File: config.mk
export PLATFORM = sky130hd
export DESIGN_NAME = amo_adapter_top
export DESIGN_NICKNAME = d
export VERILOG_FILES = /design/src/source/amo_pkg.sv /design/src/source/amo_req_check.sv /design/src/source/amo_alu.sv /design/src/source/amo_sequencer.sv /design/src/source/amo_adapter_top.sv
export SDC_FILE = /design/constraint.sdc
export NUM_CORES = 1
export LEC_CHECK = 0
export ABC_CLOCK_PERIOD_IN_PS = 9900
export BUFFER_PORTS_ARGS = -buffer_cell sky130_fd_sc_hd__buf_2
export CORE_ASPECT_RATIO = 0.8
export CORE_MARGIN = 4
export CORE_UTILIZATION = 50
export CTS_CLUSTER_SIZE = 40
export DETAILED_ROUTE_END_ITERATION = 16
export PLACE_DENSITY = 0.7
export SYNTH_ARGS = -nofsm -noshare
export SYNTH_HDL_FRONTEND = slang
export SYNTH_SLANG_ARGS = --single-unit
File: constraint.sdc
create_clock -name clk_i -period 9.9 [get_ports clk_i]
set_input_delay 1.98 -clock clk_i [delete_from_list [all_inputs] [get_ports clk_i]]
set_output_delay 1.98 -clock clk_i [all_outputs]
set_load 0.005 [all_outputs]
File: src/source/amo_pkg.sv
// Widths, AXI-style atomic opcode encodings and the opcode union
// Request and response structs for the processor port and the memory port
`default_nettype none

package amo_pkg;

    localparam int unsigned AddrWidth = 16;
    localparam int unsigned DataWidth = 64;
    localparam int unsigned StrbWidth = DataWidth / 8;

    // Upper two opcode bits
    localparam logic [1:0] AtopKindNone  = 2'b00;
    localparam logic [1:0] AtopKindStore = 2'b01;
    localparam logic [1:0] AtopKindLoad  = 2'b10;
    localparam logic [1:0] AtopKindCmp   = 2'b11;

    // Full codes inside the compare kind
    localparam logic [5:0] AtopSwap = 6'b110000;
    localparam logic [5:0] AtopCmp  = 6'b110001;

    // Lower three opcode bits for atomic load and store
    localparam logic [2:0] AmoAdd  = 3'b000;
    localparam logic [2:0] AmoClr  = 3'b001;
    localparam logic [2:0] AmoEor  = 3'b010;
    localparam logic [2:0] AmoSet  = 3'b011;
    localparam logic [2:0] AmoSmax = 3'b100;
    localparam logic [2:0] AmoSmin = 3'b101;
    localparam logic [2:0] AmoUmax = 3'b110;
    localparam logic [2:0] AmoUmin = 3'b111;

    typedef union packed {
        logic [5:0] raw;
        struct packed {
            logic [1:0] kind;
            logic       big_endian;
            logic [2:0] op;
        } f;
    } atop_u;

    typedef enum logic [2:0] {
        ClassRead,
        ClassWrite,
        ClassAtomicLoad,
        ClassAtomicStore,
        ClassInvalid
    } req_class_e;

    // Processor side
    typedef struct packed {
        logic [AddrWidth-1:0] addr;
        logic [DataWidth-1:0] wdata;
        logic [StrbWidth-1:0] strb;
        logic [2:0]           size;
        logic                 we;
        atop_u                atop;
    } amo_req_t;

    typedef struct packed {
        logic [DataWidth-1:0] rdata;
        logic                 err;
    } amo_rsp_t;

    // Memory side, single beat
    typedef struct packed {
        logic [AddrWidth-1:0] addr;
        logic [DataWidth-1:0] wdata;
        logic [StrbWidth-1:0] strb;
        logic                 we;
    } mem_req_t;

    typedef struct packed {
        logic [DataWidth-1:0] rdata;
        logic                 err;
    } mem_rsp_t;

endpackage

`default_nettype wire

File: src/source/amo_req_check.sv
// Request classifier: plain read or write, atomic load or store, or invalid
`timescale 1ns/1ps
`default_nettype none

module amo_req_check #(
    parameter int unsigned WordWidth = 64
) (
    input  amo_pkg::amo_req_t   req_i,
    output amo_pkg::req_class_e req_class_o
);

    import amo_pkg::*;

    // Widest size encoding the processor can issue
    localparam logic [2:0] MaxSize = 3'($clog2(WordWidth / 8));

    logic unsupported;

    // Big endian and oversized accesses are rejected for every kind
    assign unsupported = req_i.atop.f.big_endian || (req_i.size > MaxSize);

    always_comb begin
        req_class_o = ClassInvalid;
        if (!unsupported) begin
            unique case (req_i.atop.f.kind)
                AtopKindNone: begin
                    if (req_i.we) begin
                        req_class_o = ClassWrite;
                    end else begin
                        req_class_o = ClassRead;
                    end
                end
                AtopKindLoad: begin
                    req_class_o = ClassAtomicLoad;
                end
                AtopKindStore: begin
                    req_class_o = ClassAtomicStore;
                end
                AtopKindCmp: begin
                    // Only swap is handled, compare-and-swap is not
                    if (req_i.atop.raw == AtopSwap) begin
                        req_class_o = ClassAtomicLoad;
                    end else begin
                        req_class_o = ClassInvalid;
                    end
                end
                default: begin
                    req_class_o = ClassInvalid;
                end
            endcase
        end
    end

endmodule

`default_nettype wire

File: src/source/amo_alu.sv
// Atomic ALU: lane select, strobe masking, the atomic operation and lane placement
`timescale 1ns/1ps
`default_nettype none

module amo_alu #(
    parameter int unsigned WordWidth = 64
) (
    input  amo_pkg::atop_u                 atop_i,
    input  logic [amo_pkg::AddrWidth-1:0]  addr_i,
    input  logic [amo_pkg::StrbWidth-1:0]  strb_i,
    input  logic [amo_pkg::DataWidth-1:0]  old_data_i,
    input  logic [amo_pkg::DataWidth-1:0]  operand_i,
    output logic [amo_pkg::DataWidth-1:0]  result_o
);

    import amo_pkg::*;

    localparam int unsigned Lanes        = DataWidth / WordWidth;
    localparam int unsigned LaneIdxWidth = (Lanes > 1) ? $clog2(Lanes) : 1;
    localparam int unsigned WordLsb      = $clog2(WordWidth / 8);

    logic [StrbWidth-1:0][7:0]       byte_mask;
    logic [Lanes-1:0][WordWidth-1:0] old_lanes;
    logic [Lanes-1:0][WordWidth-1:0] opnd_lanes;
    logic [Lanes-1:0][WordWidth-1:0] res_lanes;
    logic [LaneIdxWidth-1:0]         lane;
    logic [WordWidth-1:0]            op_a;
    logic [WordWidth-1:0]            op_b;
    logic [WordWidth-1:0]            word_res;

    always_comb begin
        for (int i = 0; i < StrbWidth; i++) begin
            byte_mask[i] = {8{strb_i[i]}};
        end
    end

    // Bytes outside the strobe do not take part
    assign old_lanes  = old_data_i & byte_mask;
    assign opnd_lanes = operand_i & byte_mask;

    if (Lanes > 1) begin : g_lane_sel
        // Word lane comes from the address bits just above the word offset
        assign lane = addr_i[WordLsb +: LaneIdxWidth];
    end else begin : g_single_lane
        assign lane = '0;
    end

    assign op_a = old_lanes[lane];
    assign op_b = opnd_lanes[lane];

    always_comb begin
        if (atop_i.raw == AtopSwap) begin
            word_res = op_b;
        end else begin
            unique case (atop_i.f.op)
                AmoAdd:  word_res = op_a + op_b;
                AmoClr:  word_res = op_a & ~op_b;
                AmoEor:  word_res = op_a ^ op_b;
                AmoSet:  word_res = op_a | op_b;
                AmoSmax: word_res = ($signed(op_a) > $signed(op_b)) ? op_a : op_b;
                AmoSmin: word_res = ($signed(op_a) < $signed(op_b)) ? op_a : op_b;
                AmoUmax: word_res = (op_a > op_b) ? op_a : op_b;
                AmoUmin: word_res = (op_a < op_b) ? op_a : op_b;
                default: word_res = op_b;
            endcase
        end
    end

    // Result back into its own lane, other lanes cleared
    always_comb begin
        res_lanes       = '0;
        res_lanes[lane] = word_res;
    end

    assign result_o = res_lanes;

endmodule

`default_nettype wire

File: src/source/amo_sequencer.sv
// Request sequencer FSM: accepts one request, drives the memory port and
// builds the upstream response, including the read-modify-write of atomics
`timescale 1ns/1ps
`default_nettype none

module amo_sequencer (
    input  logic                           clk_i,
    input  logic                           rst_ni,

    input  logic                           req_valid_i,
    output logic                           req_ready_o,
    input  amo_pkg::amo_req_t              req_i,
    input  amo_pkg::req_class_e            req_class_i,

    input  logic [amo_pkg::DataWidth-1:0]  alu_result_i,
    output amo_pkg::amo_req_t              cap_req_o,
    output logic [amo_pkg::DataWidth-1:0]  old_data_o,

    output logic                           mem_valid_o,
    input  logic                           mem_ready_i,
    output amo_pkg::mem_req_t              mem_req_o,
    input  logic                           mem_rsp_valid_i,
    input  amo_pkg::mem_rsp_t              mem_rsp_i,

    output logic                           rsp_valid_o,
    input  logic                           rsp_ready_i,
    output amo_pkg::amo_rsp_t              rsp_o
);

    import amo_pkg::*;

    typedef enum logic [2:0] {
        StIdle,
        StReadReq,
        StReadWait,
        StWriteReq,
        StWriteWait,
        StRespond
    } state_e;

    state_e               state_q, state_d;
    amo_req_t             req_q;
    req_class_e           class_q;
    logic [DataWidth-1:0] old_q;
    amo_rsp_t             rsp_q;
    logic                 accept;

    assign accept = req_valid_i && req_ready_o;

    always_comb begin
        state_d = state_q;
        unique case (state_q)
            StIdle: begin
                if (req_valid_i) begin
                    unique case (req_class_i)
                        ClassRead, ClassAtomicLoad, ClassAtomicStore: state_d = StReadReq;
                        ClassWrite: state_d = StWriteReq;
                        default:    state_d = StRespond;
                    endcase
                end
            end
            StReadReq: begin
                if (mem_ready_i) begin
                    state_d = StReadWait;
                end
            end
            StReadWait: begin
                // A failed read ends an atomic without a write
                if (mem_rsp_valid_i) begin
                    if ((class_q == ClassRead) || mem_rsp_i.err) begin
                        state_d = StRespond;
                    end else begin
                        state_d = StWriteReq;
                    end
                end
            end
            StWriteReq: begin
                if (mem_ready_i) begin
                    state_d = StWriteWait;
                end
            end
            StWriteWait: begin
                if (mem_rsp_valid_i) begin
                    state_d = StRespond;
                end
            end
            StRespond: begin
                if (rsp_ready_i) begin
                    state_d = StIdle;
                end
            end
            default: begin
                state_d = StIdle;
            end
        endcase
    end

    always_ff @(posedge clk_i or negedge rst_ni) begin
        if (!rst_ni) begin
            state_q <= StIdle;
        end else begin
            state_q <= state_d;
        end
    end

    // Captured request, old word and response under construction
    always_ff @(posedge clk_i) begin
        if (accept) begin
            req_q   <= req_i;
            class_q <= req_class_i;
            if (req_class_i == ClassInvalid) begin
                rsp_q <= '{rdata: '1, err: 1'b1};
            end else begin
                rsp_q <= '0;
            end
        end
        if ((state_q == StReadWait) && mem_rsp_valid_i) begin
            old_q     <= mem_rsp_i.rdata;
            rsp_q.err <= mem_rsp_i.err;
            // Atomic stores return no data
            if (class_q != ClassAtomicStore) begin
                rsp_q.rdata <= mem_rsp_i.rdata;
            end
        end
        if ((state_q == StWriteWait) && mem_rsp_valid_i) begin
            rsp_q.err <= rsp_q.err | mem_rsp_i.err;
            if (class_q == ClassWrite) begin
                rsp_q.rdata <= mem_rsp_i.rdata;
            end
        end
    end

    // Memory request follows the state, so it stays stable while waiting
    always_comb begin
        mem_req_o.addr = req_q.addr;
        mem_req_o.strb = req_q.strb;
        mem_req_o.we   = (state_q == StWriteReq);
        if (class_q == ClassWrite) begin
            mem_req_o.wdata = req_q.wdata;
        end else begin
            mem_req_o.wdata = alu_result_i;
        end
    end

    assign mem_valid_o = (state_q == StReadReq) || (state_q == StWriteReq);
    assign req_ready_o = (state_q == StIdle);
    assign rsp_valid_o = (state_q == StRespond);
    assign rsp_o       = rsp_q;

    assign cap_req_o  = req_q;
    assign old_data_o = old_q;

endmodule

`default_nettype wire

File: src/source/amo_adapter_top.sv
// Atomic memory operation adapter: request checker, ALU and sequencer
`timescale 1ns/1ps
`default_nettype none

module amo_adapter_top #(
    parameter int unsigned WordWidth = 64
) (
    input  logic                clk_i,
    input  logic                rst_ni,

    input  logic                req_valid_i,
    output logic                req_ready_o,
    input  amo_pkg::amo_req_t   req_i,
    output logic                rsp_valid_o,
    input  logic                rsp_ready_i,
    output amo_pkg::amo_rsp_t   rsp_o,

    output logic                mem_valid_o,
    input  logic                mem_ready_i,
    output amo_pkg::mem_req_t   mem_req_o,
    input  logic                mem_rsp_valid_i,
    input  amo_pkg::mem_rsp_t   mem_rsp_i
);

    import amo_pkg::*;

    req_class_e           req_class;
    amo_req_t             cap_req;
    logic [DataWidth-1:0] old_data;
    logic [DataWidth-1:0] alu_result;

    amo_req_check #(
        .WordWidth   (WordWidth)
    ) amo_req_check_i (
        .req_i       (req_i),
        .req_class_o (req_class)
    );

    amo_alu #(
        .WordWidth  (WordWidth)
    ) amo_alu_i (
        .atop_i     (cap_req.atop),
        .addr_i     (cap_req.addr),
        .strb_i     (cap_req.strb),
        .old_data_i (old_data),
        .operand_i  (cap_req.wdata),
        .result_o   (alu_result)
    );

    amo_sequencer amo_sequencer_i (
        .clk_i           (clk_i),
        .rst_ni          (rst_ni),
        .req_valid_i     (req_valid_i),
        .req_ready_o     (req_ready_o),
        .req_i           (req_i),
        .req_class_i     (req_class),
        .alu_result_i    (alu_result),
        .cap_req_o       (cap_req),
        .old_data_o      (old_data),
        .mem_valid_o     (mem_valid_o),
        .mem_ready_i     (mem_ready_i),
        .mem_req_o       (mem_req_o),
        .mem_rsp_valid_i (mem_rsp_valid_i),
        .mem_rsp_i       (mem_rsp_i),
        .rsp_valid_o     (rsp_valid_o),
        .rsp_ready_i     (rsp_ready_i),
        .rsp_o           (rsp_o)
    );

endmodule

`default_nettype wire

==> metrics.yaml <==
status:
  outcome: "completed"
worst_setup_path:
  ff2ff_setup_slack_ns: 7.02
  cpMaxStageDelayCell: "edfxtp_1"
  critPathMaxFanout: 20
  start_kind: "flop"
  critPathKind: "reg -> out"
  max_stage_delay_ns: 0.79
  cp_data_arrival_time_ns: 6.90
  endpoint_kind: "primary output"
  worstPathRequired_ns: 7.92
  r2r_end: "amo_sequencer_i.cap_req_o[97]"
  r2r_start: "amo_sequencer_i.state_q[2]"
  path_cells: "nand2_1 > ha_1 > nor4_1 > nand3_1 > or3_1 > a311o_1 > o211ai_2 > nor2_4 > xnor2_2 > o21ai_2 > a21oi_2 > buf_4 > o221ai_1 > a22o_1 > buf_2"
  rr_worst_depth: 5
clocking:
  clk_path_buf_depth: 3
  ctsResizeCount: 0
  cts_tree: "done"
  cts_sinks: 229
  clk_root_buffer_cell: "clkbuf_16"
  ctsHoldBuffers: 0
  htreeDepth: 1
  clkLatencyLatePin_ns: 0.54
  cts_setup_buffers: 0
  clk_pin_slew_ns: 0.06
  cts_buffers: 24
drt:
  vias_per_cell: 6.32
  met3RoutedLength_um: 6790
  drc: 0
  wl_met2_um: 29900
  routed_wl_um: 68900
  vias: 19486
  drt_iter0_drc: 2287
  wl_met1_um: 29800
  dr.pass1.iters: 7
  drtAntennaViolNets: 0
  wl_per_cell_um: 22.3
  dr.max_layer_used: "met4"
timing:
  period_share: 0.897
  rsz0062_at_grt: "no"
  holdWs_ns: 0.526
  timing.fmax_ghz: 0.113
  slew_headroom: 0.148
  worst_pin_slew_ns: 1.27
  min_period_ns: 8.88
  finalClockSkew_ns: 0.00894
  setup_viol: 0
  final.setup.tns_ns: 0
  setup_ws_ns: 1.02
  hold_violations: 0
  report.final.slew_viol_count: 0
synth:
  synth-edff-count: 162
  synth_area_leaders: "edfxtp_1 (25%), ha_1 (12%), a21oi_1 (7.6%)"
  syn_nets: 2716
  synth_top_area_share: 0.254
  ys.flop_type: "edfxtp_1"
  synth_warnings: 0
  ys_seq_elements: 229
  syn_area_per_cell_um2: 8.08
  ys_async_sr_fraction: 0.0131
  synthCells: 2369
  netlist.top_cell.by_area: "edfxtp_1"
  synth_cell_types: 95
  synth_area_um2: 19100
  yosysSeqAreaShare: 0.325
min_path:
  min_from: "amo_sequencer_i.rsp_o[44]"
  hold_depth: 2
  min_to: "amo_sequencer_i.rsp_o[44]"
  hold_path_class: "reg -> reg"
layout:
  final_common_cell: "buf_2"
  syn2layout_area_growth_pct: 13.4
  drive_gt1_frac: 0.169
  mostFrequentLayoutCells: "buf_2 (323), a21oi_1 (292), nand2_1 (287)"
  finalInstanceArea_um2: 21700
  finish.net_count: 2923
  nFillCells: 3434
floorplan:
  core_area_um2: 37400
  die_w_um: 227
  initial_core_util: 0.511
  io_pins: 326
  rows: 63
  dieHeight_um: 183
  dieArea_um2: 41500
pwr:
  power_density_nw_per_um2: 240
  leakagePower_nw: 9.64
  power_mw: 5.21
  ir_worst_vdd_v: 0.000150
global_routing:
  grt_remaining_overflow: 0
  antenna_found_initial: 1
  grt_pass1_wl_um: 104000
  grt_pass1_vias: 17940
  grt_max_degree: 88
  grt_util_all_layers: 0.314
placed_design:
  dp_hpwl_um: 48300
  port-buffer-count: 323
  dp_slack_ns: 1.79
  place_area_um2: 20900
  place.gp.congestion: 0.961
run:
  cap_violations: 0
-- state kept, by name (all words and copies together), names as in the netlist --
signal and cells:
amo_sequencer_i.rsp_o 65, amo_sequencer_i.class_q 3, amo_sequencer_i.old_data_o 64, amo_sequencer_i.state_q 3, amo_sequencer_i.cap_req_o 94
-- routing by layer --
layer  global-route usage  vias to the layer above
met2                0.476                     1069
met1                0.460                     9246
li1                     -                     9000
met5                    0                        -
met4               0.0962                        0
met3               0.0517                      171
-- final cells by class --
cell class | instances | area [um^2] | share of cell area
multi-input cells | 1794 | 11600 | 0.535
repair buffers | 352 | 1830 | 0.0845
well taps | 487 | 609 | 0.0281
clock inverters | 8 | 46.3 | 0.00213
inverters | 175 | 659 | 0.0304
diodes | 1 | 2.50 | 0.000115
clock buffers | 36 | 718 | 0.0331
flip-flops and latches | 229 | 6220 | 0.287
-- critical path, delay by kind of cell (launching register included) --
kind / cells / cell delay [ns]
flip-flops: 1 / 0.79
AND/OR/NAND/NOR: 5 / 1.95
XOR/XNOR: 1 / 0.78
adder cells (fa/ha/maj): 1 / 0.46
buffers and inverters: 2 / 0.49
AO/OA/AOI/OAI: 6 / 1.88
-- report_power, final --
group          switching [mW]  internal [mW]  total, mW  leakage [nW]
logic                    1.79           1.06       2.85          7.21
clock network           0.377          0.502      0.879         0.370
registers               0.173           1.31       1.49          2.06
total                    2.34           2.88       5.21          9.64
-- logic make-up after synthesis --
| group | after synthesis | share of synthesized area |
|---|---|---|
| AND/OR/NAND/NOR | 681 | 0.163 |
| adder cells (fa/ha/maj) | 178 | 0.116 |
| buffers and inverters | 346 | 0.0713 |
| AO/OA/AOI/OAI | 855 | 0.286 |
| flip-flops | 229 | 0.325 |
| XOR/XNOR | 62 | 0.0288 |
| multiplexers | 18 | 0.0102 |
-- cells in the mapped netlist, drive strengths merged (7+ instances only) --
cell,count
inv,175
a31oi,21
a221o,13
a21oi,294
ha,178
clkbuf,131
a22oi,13
o21bai,17
o22ai,27
o221ai,24
and2,27
a22o,12
buf,40
nor4,7
mux2i,16
nor2b,18
a21o,37
dfxtp,64
nand4,8
or3,7
and3,12
nor3b,7
nand2,289
o21ai,199
xnor2,50
a211o,10
nand2b,15
nor2,194
nand4b,7
o211ai,16
xor2,12
a221oi,48
a211oi,39
o32ai,10
edfxtp,162
nand3,32
o31ai,7
o2111ai,7
nor3,28
-- stage by stage --
stage | util | std cells
2_1_floorplan | - | 2369
3_3_place_gp | 0.559 | 3037
3_5_place_dp | 0.559 | 3037
4_1_cts | 0.579 | 3081
5_1_grt | 0.580 | 3082
6_report | 0.580 | 3082
-- worst max path at each step --
stage                                        from                         to  slack (ns)
CTS                 amo_sequencer_i.cap_req_o[17]              mem_req_o[15]        1.24
finish              amo_sequencer_i.cap_req_o[17]              mem_req_o[11]        1.02
detailed placement  amo_sequencer_i.cap_req_o[17]              mem_req_o[15]        1.79
global route        amo_sequencer_i.cap_req_o[17]              mem_req_o[15]        0.87
floorplan                         mem_rsp_valid_i  amo_sequencer_i.rsp_o[58]        0.60
global placement    amo_sequencer_i.cap_req_o[17]              mem_req_o[15]        1.93
(Power assumes the default switching activity.)
